File: src/common/boot_msg_pkg.sv
/*
 * Boot message encodings
 * Memory command opcodes, NBF record opcodes and the per-loader
 * limit on outstanding commands
 */
package boot_msg_pkg;

   // Memory command opcode
   typedef enum logic [1:0] {
      op_read  = 2'b00,
      op_write = 2'b01
   } mem_op_e;

   // NBF record opcode, 8-byte write or end of program
   typedef enum logic [1:0] {
      nbf_finish = 2'b00,
      nbf_write  = 2'b11
   } nbf_op_e;

   localparam int max_credits = 4;

   // Wide enough to hold max_credits itself
   typedef logic [2:0] credit_t;

endpackage

File: src/common/boot_map_pkg.sv
/*
 * Boot address map
 * Physical address and data widths, the base of the configuration
 * register space and the fixed table written there at boot
 */
package boot_map_pkg;

   // Physical address and command data word
   typedef logic [39:0] paddr_t;
   typedef logic [63:0] dword_t;

   localparam paddr_t cfg_base_addr = 40'h00_0020_0000;

   localparam int cfg_entries = 6;

   // Offsets from cfg_base_addr, in table order
   localparam paddr_t cfg_table_addr [cfg_entries] = '{
      40'h00_0000_0000,  // freeze
      40'h00_0000_0008,  // core id
      40'h00_0000_0010,  // domain id
      40'h00_0000_0018,  // coherence mode
      40'h00_0000_0020,  // instruction RAM base
      40'h00_0000_0028   // scratch
   };

   localparam dword_t cfg_table_data [cfg_entries] = '{
      64'h0000_0000_0000_0001,
      64'h0000_0000_0000_0000,
      64'h0000_0000_0000_0000,
      64'h0000_0000_0000_0001,
      64'h0000_0000_8000_0000,
      64'h0123_4567_89ab_cdef
   };

endpackage
File: src/hdl/boot_loader_top.sv
/*
 * Boot loader top level
 * Configuration loader and NBF loader sharing one memory command
 * channel through the boot controller
 */
`timescale 1ns/1ps

module boot_loader_top
   import boot_map_pkg::*;
   import boot_msg_pkg::*;
(
   input  logic    clk_i,
   input  logic    rst_i,

   input  logic    nbf_v_i,
   output logic    nbf_ready_o,
   input  nbf_op_e nbf_op_i,
   input  paddr_t  nbf_addr_i,
   input  dword_t  nbf_data_i,

   output logic    cmd_v_o,
   output mem_op_e cmd_op_o,
   output paddr_t  cmd_addr_o,
   output dword_t  cmd_data_o,
   input  logic    cmd_ready_i,
   input  logic    resp_v_i,
   input  logic    resp_err_i,
   output logic    resp_ready_o,

   output logic    boot_done_o,
   output logic    boot_error_o
);

   logic    cfg_cmd_v;
   logic    cfg_cmd_ready;
   mem_op_e cfg_cmd_op;
   paddr_t  cfg_cmd_addr;
   dword_t  cfg_cmd_data;
   logic    cfg_resp_v;
   logic    cfg_resp_ready;
   logic    cfg_done;

   logic    nbf_cmd_v;
   logic    nbf_cmd_ready;
   mem_op_e nbf_cmd_op;
   paddr_t  nbf_cmd_addr;
   dword_t  nbf_cmd_data;
   logic    nbf_resp_v;
   logic    nbf_resp_ready;
   logic    nbf_done;
   logic    nbf_start;

   cfg_loader cfg_loader_i (
      .clk_i        (clk_i),
      .rst_i        (rst_i),
      .cmd_v_o      (cfg_cmd_v),
      .cmd_ready_i  (cfg_cmd_ready),
      .cmd_op_o     (cfg_cmd_op),
      .cmd_addr_o   (cfg_cmd_addr),
      .cmd_data_o   (cfg_cmd_data),
      .resp_v_i     (cfg_resp_v),
      .resp_ready_o (cfg_resp_ready),
      .done_o       (cfg_done)
   );

   nbf_loader nbf_loader_i (
      .clk_i        (clk_i),
      .rst_i        (rst_i),
      .start_i      (nbf_start),
      .nbf_v_i      (nbf_v_i),
      .nbf_ready_o  (nbf_ready_o),
      .nbf_op_i     (nbf_op_i),
      .nbf_addr_i   (nbf_addr_i),
      .nbf_data_i   (nbf_data_i),
      .cmd_v_o      (nbf_cmd_v),
      .cmd_ready_i  (nbf_cmd_ready),
      .cmd_op_o     (nbf_cmd_op),
      .cmd_addr_o   (nbf_cmd_addr),
      .cmd_data_o   (nbf_cmd_data),
      .resp_v_i     (nbf_resp_v),
      .resp_ready_o (nbf_resp_ready),
      .done_o       (nbf_done)
   );

   boot_ctrl boot_ctrl_i (
      .clk_i            (clk_i),
      .rst_i            (rst_i),
      .cfg_cmd_v_i      (cfg_cmd_v),
      .cfg_cmd_op_i     (cfg_cmd_op),
      .cfg_cmd_addr_i   (cfg_cmd_addr),
      .cfg_cmd_data_i   (cfg_cmd_data),
      .cfg_cmd_ready_o  (cfg_cmd_ready),
      .cfg_resp_v_o     (cfg_resp_v),
      .cfg_resp_ready_i (cfg_resp_ready),
      .cfg_done_i       (cfg_done),
      .nbf_cmd_v_i      (nbf_cmd_v),
      .nbf_cmd_op_i     (nbf_cmd_op),
      .nbf_cmd_addr_i   (nbf_cmd_addr),
      .nbf_cmd_data_i   (nbf_cmd_data),
      .nbf_cmd_ready_o  (nbf_cmd_ready),
      .nbf_resp_v_o     (nbf_resp_v),
      .nbf_resp_ready_i (nbf_resp_ready),
      .nbf_done_i       (nbf_done),
      .nbf_start_o      (nbf_start),
      .cmd_v_o          (cmd_v_o),
      .cmd_op_o         (cmd_op_o),
      .cmd_addr_o       (cmd_addr_o),
      .cmd_data_o       (cmd_data_o),
      .cmd_ready_i      (cmd_ready_i),
      .resp_v_i         (resp_v_i),
      .resp_err_i       (resp_err_i),
      .resp_ready_o     (resp_ready_o),
      .boot_done_o      (boot_done_o),
      .boot_error_o     (boot_error_o)
   );

endmodule

File: src/hdl/boot_ctrl.sv
/*
 * Boot controller
 * Hands the shared memory channel to the configuration loader and then
 * to the NBF loader, steers responses to the current owner and keeps
 * a sticky error flag
 */
`timescale 1ns/1ps

module boot_ctrl
   import boot_map_pkg::*;
   import boot_msg_pkg::*;
(
   input  logic    clk_i,
   input  logic    rst_i,

   input  logic    cfg_cmd_v_i,
   input  mem_op_e cfg_cmd_op_i,
   input  paddr_t  cfg_cmd_addr_i,
   input  dword_t  cfg_cmd_data_i,
   output logic    cfg_cmd_ready_o,
   output logic    cfg_resp_v_o,
   input  logic    cfg_resp_ready_i,
   input  logic    cfg_done_i,

   input  logic    nbf_cmd_v_i,
   input  mem_op_e nbf_cmd_op_i,
   input  paddr_t  nbf_cmd_addr_i,
   input  dword_t  nbf_cmd_data_i,
   output logic    nbf_cmd_ready_o,
   output logic    nbf_resp_v_o,
   input  logic    nbf_resp_ready_i,
   input  logic    nbf_done_i,
   output logic    nbf_start_o,

   output logic    cmd_v_o,
   output mem_op_e cmd_op_o,
   output paddr_t  cmd_addr_o,
   output dword_t  cmd_data_o,
   input  logic    cmd_ready_i,
   input  logic    resp_v_i,
   input  logic    resp_err_i,
   output logic    resp_ready_o,

   output logic    boot_done_o,
   output logic    boot_error_o
);

   typedef enum logic [1:0] {
      ph_cfg,
      ph_nbf,
      ph_done
   } phase_e;

   phase_e phase_r;
   logic   err_r;

   always_ff @(posedge clk_i)
   begin
      if (rst_i)
      begin
         phase_r <= ph_cfg;
      end
      else
      begin
         case (phase_r)
            ph_cfg:
            begin
               if (cfg_done_i)
                  phase_r <= ph_nbf;
            end
            ph_nbf:
            begin
               if (nbf_done_i)
                  phase_r <= ph_done;
            end
            default:
            begin
               phase_r <= ph_done;
            end
         endcase
      end
   end

   // Fixed arbitration, the phases never overlap
   always_comb
   begin
      cmd_v_o         = 1'b0;
      cmd_op_o        = nbf_cmd_op_i;
      cmd_addr_o      = nbf_cmd_addr_i;
      cmd_data_o      = nbf_cmd_data_i;
      cfg_cmd_ready_o = 1'b0;
      nbf_cmd_ready_o = 1'b0;
      cfg_resp_v_o    = 1'b0;
      nbf_resp_v_o    = 1'b0;
      resp_ready_o    = 1'b0;
      case (phase_r)
         ph_cfg:
         begin
            cmd_v_o         = cfg_cmd_v_i;
            cmd_op_o        = cfg_cmd_op_i;
            cmd_addr_o      = cfg_cmd_addr_i;
            cmd_data_o      = cfg_cmd_data_i;
            cfg_cmd_ready_o = cmd_ready_i;
            cfg_resp_v_o    = resp_v_i;
            resp_ready_o    = cfg_resp_ready_i;
         end
         ph_nbf:
         begin
            cmd_v_o         = nbf_cmd_v_i;
            nbf_cmd_ready_o = cmd_ready_i;
            nbf_resp_v_o    = resp_v_i;
            resp_ready_o    = nbf_resp_ready_i;
         end
         default:
         begin
            cmd_v_o = 1'b0;
         end
      endcase
   end

   // Any error response sticks until reset
   always_ff @(posedge clk_i)
   begin
      if (rst_i)
         err_r <= 1'b0;
      else if (resp_v_i && resp_ready_o && resp_err_i)
         err_r <= 1'b1;
   end

   assign nbf_start_o  = (phase_r == ph_nbf);
   assign boot_done_o  = (phase_r == ph_done);
   assign boot_error_o = err_r;

   // Every command was answered before the last loader reported done
   no_resp_after_done_a: assert property (@(posedge clk_i) disable iff (rst_i)
      (phase_r == ph_done) |-> !resp_v_i);

endmodule

File: src/hdl/nbf_loader.sv
/*
 * NBF loader
 * Forwards incoming NBF write records as write commands once started,
 * stops on the finish record and raises done when every write has
 * been answered
 */
`timescale 1ns/1ps

module nbf_loader
   import boot_map_pkg::*;
   import boot_msg_pkg::*;
(
   input  logic    clk_i,
   input  logic    rst_i,

   input  logic    start_i,

   input  logic    nbf_v_i,
   output logic    nbf_ready_o,
   input  nbf_op_e nbf_op_i,
   input  paddr_t  nbf_addr_i,
   input  dword_t  nbf_data_i,

   output logic    cmd_v_o,
   input  logic    cmd_ready_i,
   output mem_op_e cmd_op_o,
   output paddr_t  cmd_addr_o,
   output dword_t  cmd_data_o,

   input  logic    resp_v_i,
   output logic    resp_ready_o,

   output logic    done_o
);

   typedef enum logic [1:0] {
      st_idle,
      st_load,
      st_drain,
      st_done
   } state_e;

   state_e  state_r;
   credit_t credits_r;
   credit_t credits_next;
   logic    loading;
   logic    credit_free;
   logic    send;
   logic    recv;
   logic    take_finish;

   assign loading     = (state_r == st_load);
   assign credit_free = (credits_r < credit_t'(max_credits));

   // Records only move when the command side can take a write in the same cycle
   assign nbf_ready_o = start_i & loading & credit_free & cmd_ready_i;

   // Write records pass straight through to the command channel
   assign cmd_v_o    = loading & nbf_v_i & (nbf_op_i == nbf_write) & credit_free;
   assign cmd_op_o   = op_write;
   assign cmd_addr_o = nbf_addr_i;
   assign cmd_data_o = nbf_data_i;

   assign resp_ready_o = (state_r == st_load) || (state_r == st_drain);

   assign send        = cmd_v_o & cmd_ready_i;
   assign recv        = resp_v_i & resp_ready_o;
   assign take_finish = nbf_v_i & nbf_ready_o & (nbf_op_i == nbf_finish);

   assign credits_next = credits_r + credit_t'(send) - credit_t'(recv);

   always_ff @(posedge clk_i)
   begin
      if (rst_i)
      begin
         state_r   <= st_idle;
         credits_r <= '0;
      end
      else
      begin
         credits_r <= credits_next;
         case (state_r)
            st_idle:
            begin
               if (start_i)
                  state_r <= st_load;
            end
            st_load:
            begin
               if (take_finish)
                  state_r <= st_drain;
            end
            st_drain:
            begin
               if (credits_next == '0)
                  state_r <= st_done;
            end
            default:
            begin
               state_r <= st_done;
            end
         endcase
      end
   end

   assign done_o = (state_r == st_done);

   credit_bound_a: assert property (@(posedge clk_i) disable iff (rst_i)
      credits_r <= credit_t'(max_credits));

   // The controller must hold start until this loader has finished
   cmd_needs_start_a: assert property (@(posedge clk_i) disable iff (rst_i)
      cmd_v_o |-> start_i);

endmodule

File: src/hdl/cfg_loader.sv
/*
 * Configuration loader
 * Walks the fixed configuration table and issues one write per entry,
 * keeping at most max_credits writes in flight, then waits for all
 * responses before raising done
 */
`timescale 1ns/1ps

module cfg_loader
   import boot_map_pkg::*;
   import boot_msg_pkg::*;
(
   input  logic    clk_i,
   input  logic    rst_i,

   output logic    cmd_v_o,
   input  logic    cmd_ready_i,
   output mem_op_e cmd_op_o,
   output paddr_t  cmd_addr_o,
   output dword_t  cmd_data_o,

   input  logic    resp_v_i,
   output logic    resp_ready_o,

   output logic    done_o
);

   typedef logic [$clog2(cfg_entries)-1:0] cfg_idx_t;

   typedef enum logic [1:0] {
      st_issue,
      st_drain,
      st_done
   } state_e;

   state_e   state_r;
   cfg_idx_t idx_r;
   credit_t  credits_r;
   credit_t  credits_next;
   logic     send;
   logic     recv;
   logic     last_entry;

   // Current table entry as a write into configuration space
   assign cmd_v_o    = (state_r == st_issue) && (credits_r < credit_t'(max_credits));
   assign cmd_op_o   = op_write;
   assign cmd_addr_o = cfg_base_addr + cfg_table_addr[idx_r];
   assign cmd_data_o = cfg_table_data[idx_r];

   assign resp_ready_o = (state_r != st_done);

   assign send       = cmd_v_o & cmd_ready_i;
   assign recv       = resp_v_i & resp_ready_o;
   assign last_entry = (idx_r == cfg_idx_t'(cfg_entries - 1));

   assign credits_next = credits_r + credit_t'(send) - credit_t'(recv);

   always_ff @(posedge clk_i)
   begin
      if (rst_i)
      begin
         state_r   <= st_issue;
         idx_r     <= '0;
         credits_r <= '0;
      end
      else
      begin
         credits_r <= credits_next;
         case (state_r)
            st_issue:
            begin
               if (send)
               begin
                  idx_r <= idx_r + 1'b1;
                  if (last_entry)
                     state_r <= st_drain;
               end
            end
            st_drain:
            begin
               if (credits_next == '0)
                  state_r <= st_done;
            end
            default:
            begin
               state_r <= st_done;
            end
         endcase
      end
   end

   assign done_o = (state_r == st_done);

   credit_bound_a: assert property (@(posedge clk_i) disable iff (rst_i)
      credits_r <= credit_t'(max_credits));

endmodule

File: config.mk
export PLATFORM = sky130hd
export DESIGN_NAME = boot_loader_top
export DESIGN_NICKNAME = d
export VERILOG_FILES = /design/src/common/boot_msg_pkg.sv /design/src/common/boot_map_pkg.sv /design/src/hdl/boot_loader_top.sv /design/src/hdl/boot_ctrl.sv /design/src/hdl/nbf_loader.sv /design/src/hdl/cfg_loader.sv
export SDC_FILE = /design/constraint.sdc
export NUM_CORES = 1
export LEC_CHECK = 0
export ABC_AREA = 1
export BUFFER_PORTS_ARGS = -buffer_cell sky130_fd_sc_hd__buf_2
export CORE_ASPECT_RATIO = 1.75
export CORE_MARGIN = 10
export CORE_UTILIZATION = 30
export CTS_CLUSTER_DIAMETER = 80
export DETAILED_ROUTE_END_ITERATION = 10
export PLACE_DENSITY = 0.78
export SLEW_MARGIN = 20
export SYNTH_ARGS = -nofsm -noshare
export SYNTH_HDL_FRONTEND = slang
export SYNTH_SLANG_ARGS = --single-unit
File: constraint.sdc
create_clock -name clk_i -period 2.4 [get_ports clk_i]
set_clock_uncertainty 0.05 [all_clocks]
set_input_delay 0 -clock clk_i [delete_from_list [all_inputs] [get_ports clk_i]]
set_output_delay 0 -clock clk_i [all_outputs]
set_load 0.05 [all_outputs]
==> out/metrics.csv <==
metric,value,unit
initial drt markers,125,
RSZ-0062 raised after global routing,true,
R2R Setup Slk,-0.09,ns
Peak Freq,0.401,GHz
xor-xnor portion of the synthesized cell area,0.962,%
n_diodes,0,
Post-Layout Cell Count,648,
Worst Setup SP,nbf_loader_i.state_r[1],
"Distinct cells, synth",33,
dpl ws,-0.212,ns
Mapped Area,1820,µm²
Worst Path Max Fanout,4,
crit start category,register,
routed vias/inst,4.06,
Core Area,5880,µm²
share of layout cells above drive strength 1,46.3,%
number of global-route vias before repair,2358,
Hold Path Class,in2reg,
mux cell area share after synthesis,0,%
setup TNS,-0.172,ns
WS Path Type,reg2reg,
final net count,695,
H-tree depth,1,
global route total overflow,0,
worst setup path end,nbf_loader_i.state_r[0],
gpl congestion,0.892,
Total Routing Usage GR,15.8,%
Ys Warns,0,
fill cell count,577,
Hold Fails Final Rpt,0,
min Tclk post-route,2.49,ns
Compound-Gate Fraction of Synth Area,6.52,%
design area,3160,µm²
status,finished with violations,
main combinational cell family by area after synthesis,simple AND/OR/NAND/NOR gates,
clock root cell,clkbuf_8,
"Avg Cell Area, Syn",5.22,µm²
CP arrival,2.59,ns
Rows,37,
final worst setup slack,-0.0942,ns
"Reg clk slew, reported paths",0.06,ns
"most common cell after layout, fill and taps aside",buf_2,
I/O pin total,223,
Remaining DRCs,0,
clock buffer depth,2,
Final Max Slew Viols,0,
Post-Synth Simple-Gate Area,41.3,%
pin count of the biggest net entering global routing,76,
Placed Cells,641,
final wirelength,8900,µm
Num Clock Sinks,16,
Die X,78.9,µm
"FF+latch count, synth",16,
Pre-Repair DR Iteration Count,4,
port bufs,220,
worst skew pair latency,0.25,ns
crit share post-route,104,%
WP data required,2.49,ns
"Seq/Total Area, Yosys",17.6,%
# setup viols final,2,
syn nets,473,
dpl cell area,3030,µm²
Synth Instances,349,
Reg-to-Reg End,nbf_loader_i.state_r[0],
Chip Height,123,µm
post-DP HPWL,7810,µm
vias,2633,
max_cap viols,0,
post-route ant nets,0,
Area Growth Syn to Fin,73.4,%
Wirelength per Cell,13.7,µm
most frequent cells in the layout,"buf_2, nor2_1, inv_1, nand2_1, dfxtp_1",
Die ar.,9710,µm²
violated checks,negative setup slack,
RR Startpoint,nbf_loader_i.state_r[1],
antenna violations before repair,0,
first-pass GRT wire length,12500,µm
CP Capture Type,register,
CTS tree,done,
Worst Reg2Reg Path Length in Cells,15,
Post-Synth Adder-Cell Area,9.07,%
CTS Buf Count,3,
Initial Utilization,31.0,%
flip-flops by register name (all words and copies together) (netlist names):
register                  cells
cfg_loader_i.credits_r        3
cfg_loader_i.idx_r            3
nbf_loader_i.credits_r        3
cfg_loader_i.state_r          2
boot_ctrl_i.boot_error_o      1
boot_ctrl_i.phase_r           2
nbf_loader_i.state_r          2
cell type report:
type	instances	area [µm²]	share of cell area [%]
Tap cell	78	97.6	3.09
Sequential cell	16	328	10.4
Multi-Input combinational cell	222	1110	35.2
Inverter	94	353	11.2
Clock buffer	4	55.1	1.74
Timing Repair Buffer	234	1210	38.5
how the worst min path moves through the flow:
stage	startpoint	endpoint	cells after the start
floorplan	rst_i	boot_ctrl_i.phase_r[1]	1
global placement	resp_err_i	boot_ctrl_i.boot_error_o	3
detailed placement	resp_err_i	boot_ctrl_i.boot_error_o	3
CTS	rst_i	cfg_loader_i.credits_r[1]	2
global route	rst_i	cfg_loader_i.credits_r[1]	2
finish	rst_i	cfg_loader_i.credits_r[1]	2
cell families after synthesis:
group / count (synthesis)
simple gates: 187
other cells: 2
fa+ha+maj: 12
flops: 16
compound gates: 19
buf+inv: 111
xor+xnor: 2
through the flow:
step / hold slack, ns / util [%]
2_1_floorplan: 0.0293 / -
3_3_place_gp: 0.210 / 51.5
3_5_place_dp: 0.213 / 51.5
4_1_cts: 0.0224 / 53.2
5_1_grt: 0.0330 / 53.7
6_report: 0.0228 / 53.7
Yosys cell counts:
master     n  area share (%)
ha_1      10             6.9
o21a_1     1            0.41
buf_4      4             1.6
nor3_2     1            0.55
or2_2      1            0.34
inv_2      1            0.21
nor2_4     1            0.62
nand3b_1   1            0.41
and3_1     1            0.34
xor2_1     1            0.48
a21oi_4    1            0.89
nor2_1    90              19
o21ai_0    4             1.1
a21oi_1    9             2.5
nor3b_1    1            0.41
nor2_2     2            0.69
inv_1     93              19
nand4_1    1            0.34
xnor2_1    1            0.48
a21boi_1   1            0.41
o21ai_2    1            0.48
buf_2      6             1.6
nand2_1   77              16
o211ai_1   1            0.41
fa_1       2             2.2
dfxtp_1   16              18
conb_1     2            0.41
nand2_2    3             1.0
a31oi_1    1            0.34
clkbuf_1   4            0.82
buf_1      3            0.62
nor3_1     2            0.55
nand3_1    6             1.6
routing by layer:
metal  wire [µm]  vias to the layer above  global-route usage (%)
met5           0                        -                       0
met4          77                        0                    2.48
met3         640                        6                    4.14
met2        5090                       96                    32.5
met1        3090                     1112                    15.0
li1            -                     1419                       -
worst max-delay path, stage by stage, from the launching register on:
cell and delay (ns):
dfxtp_2 0.33, inv_2 0.05, ha_4 0.26, inv_2 0.04, nor3_2 0.10, ha_1 0.25, inv_1 0.06, ha_1 0.16
inv_2 0.04, fa_1 0.50, nand2_1 0.05, nand3b_1 0.18, nand2_2 0.12, nand3_2 0.08, nand2_1 0.06, nor2_1 0.04
timing repair:
item                                   CTS  global route
setup endpoints to repair                2             5
gates resized for setup                  7             9
hold buffers                             2             0
pin swaps                                4             9
endpoints found under the hold margin    1             0
setup buffers                            0             1
Power is not shown: default switching activity piles up to over one toggle a cycle in this logic, so the estimate is an artifact.
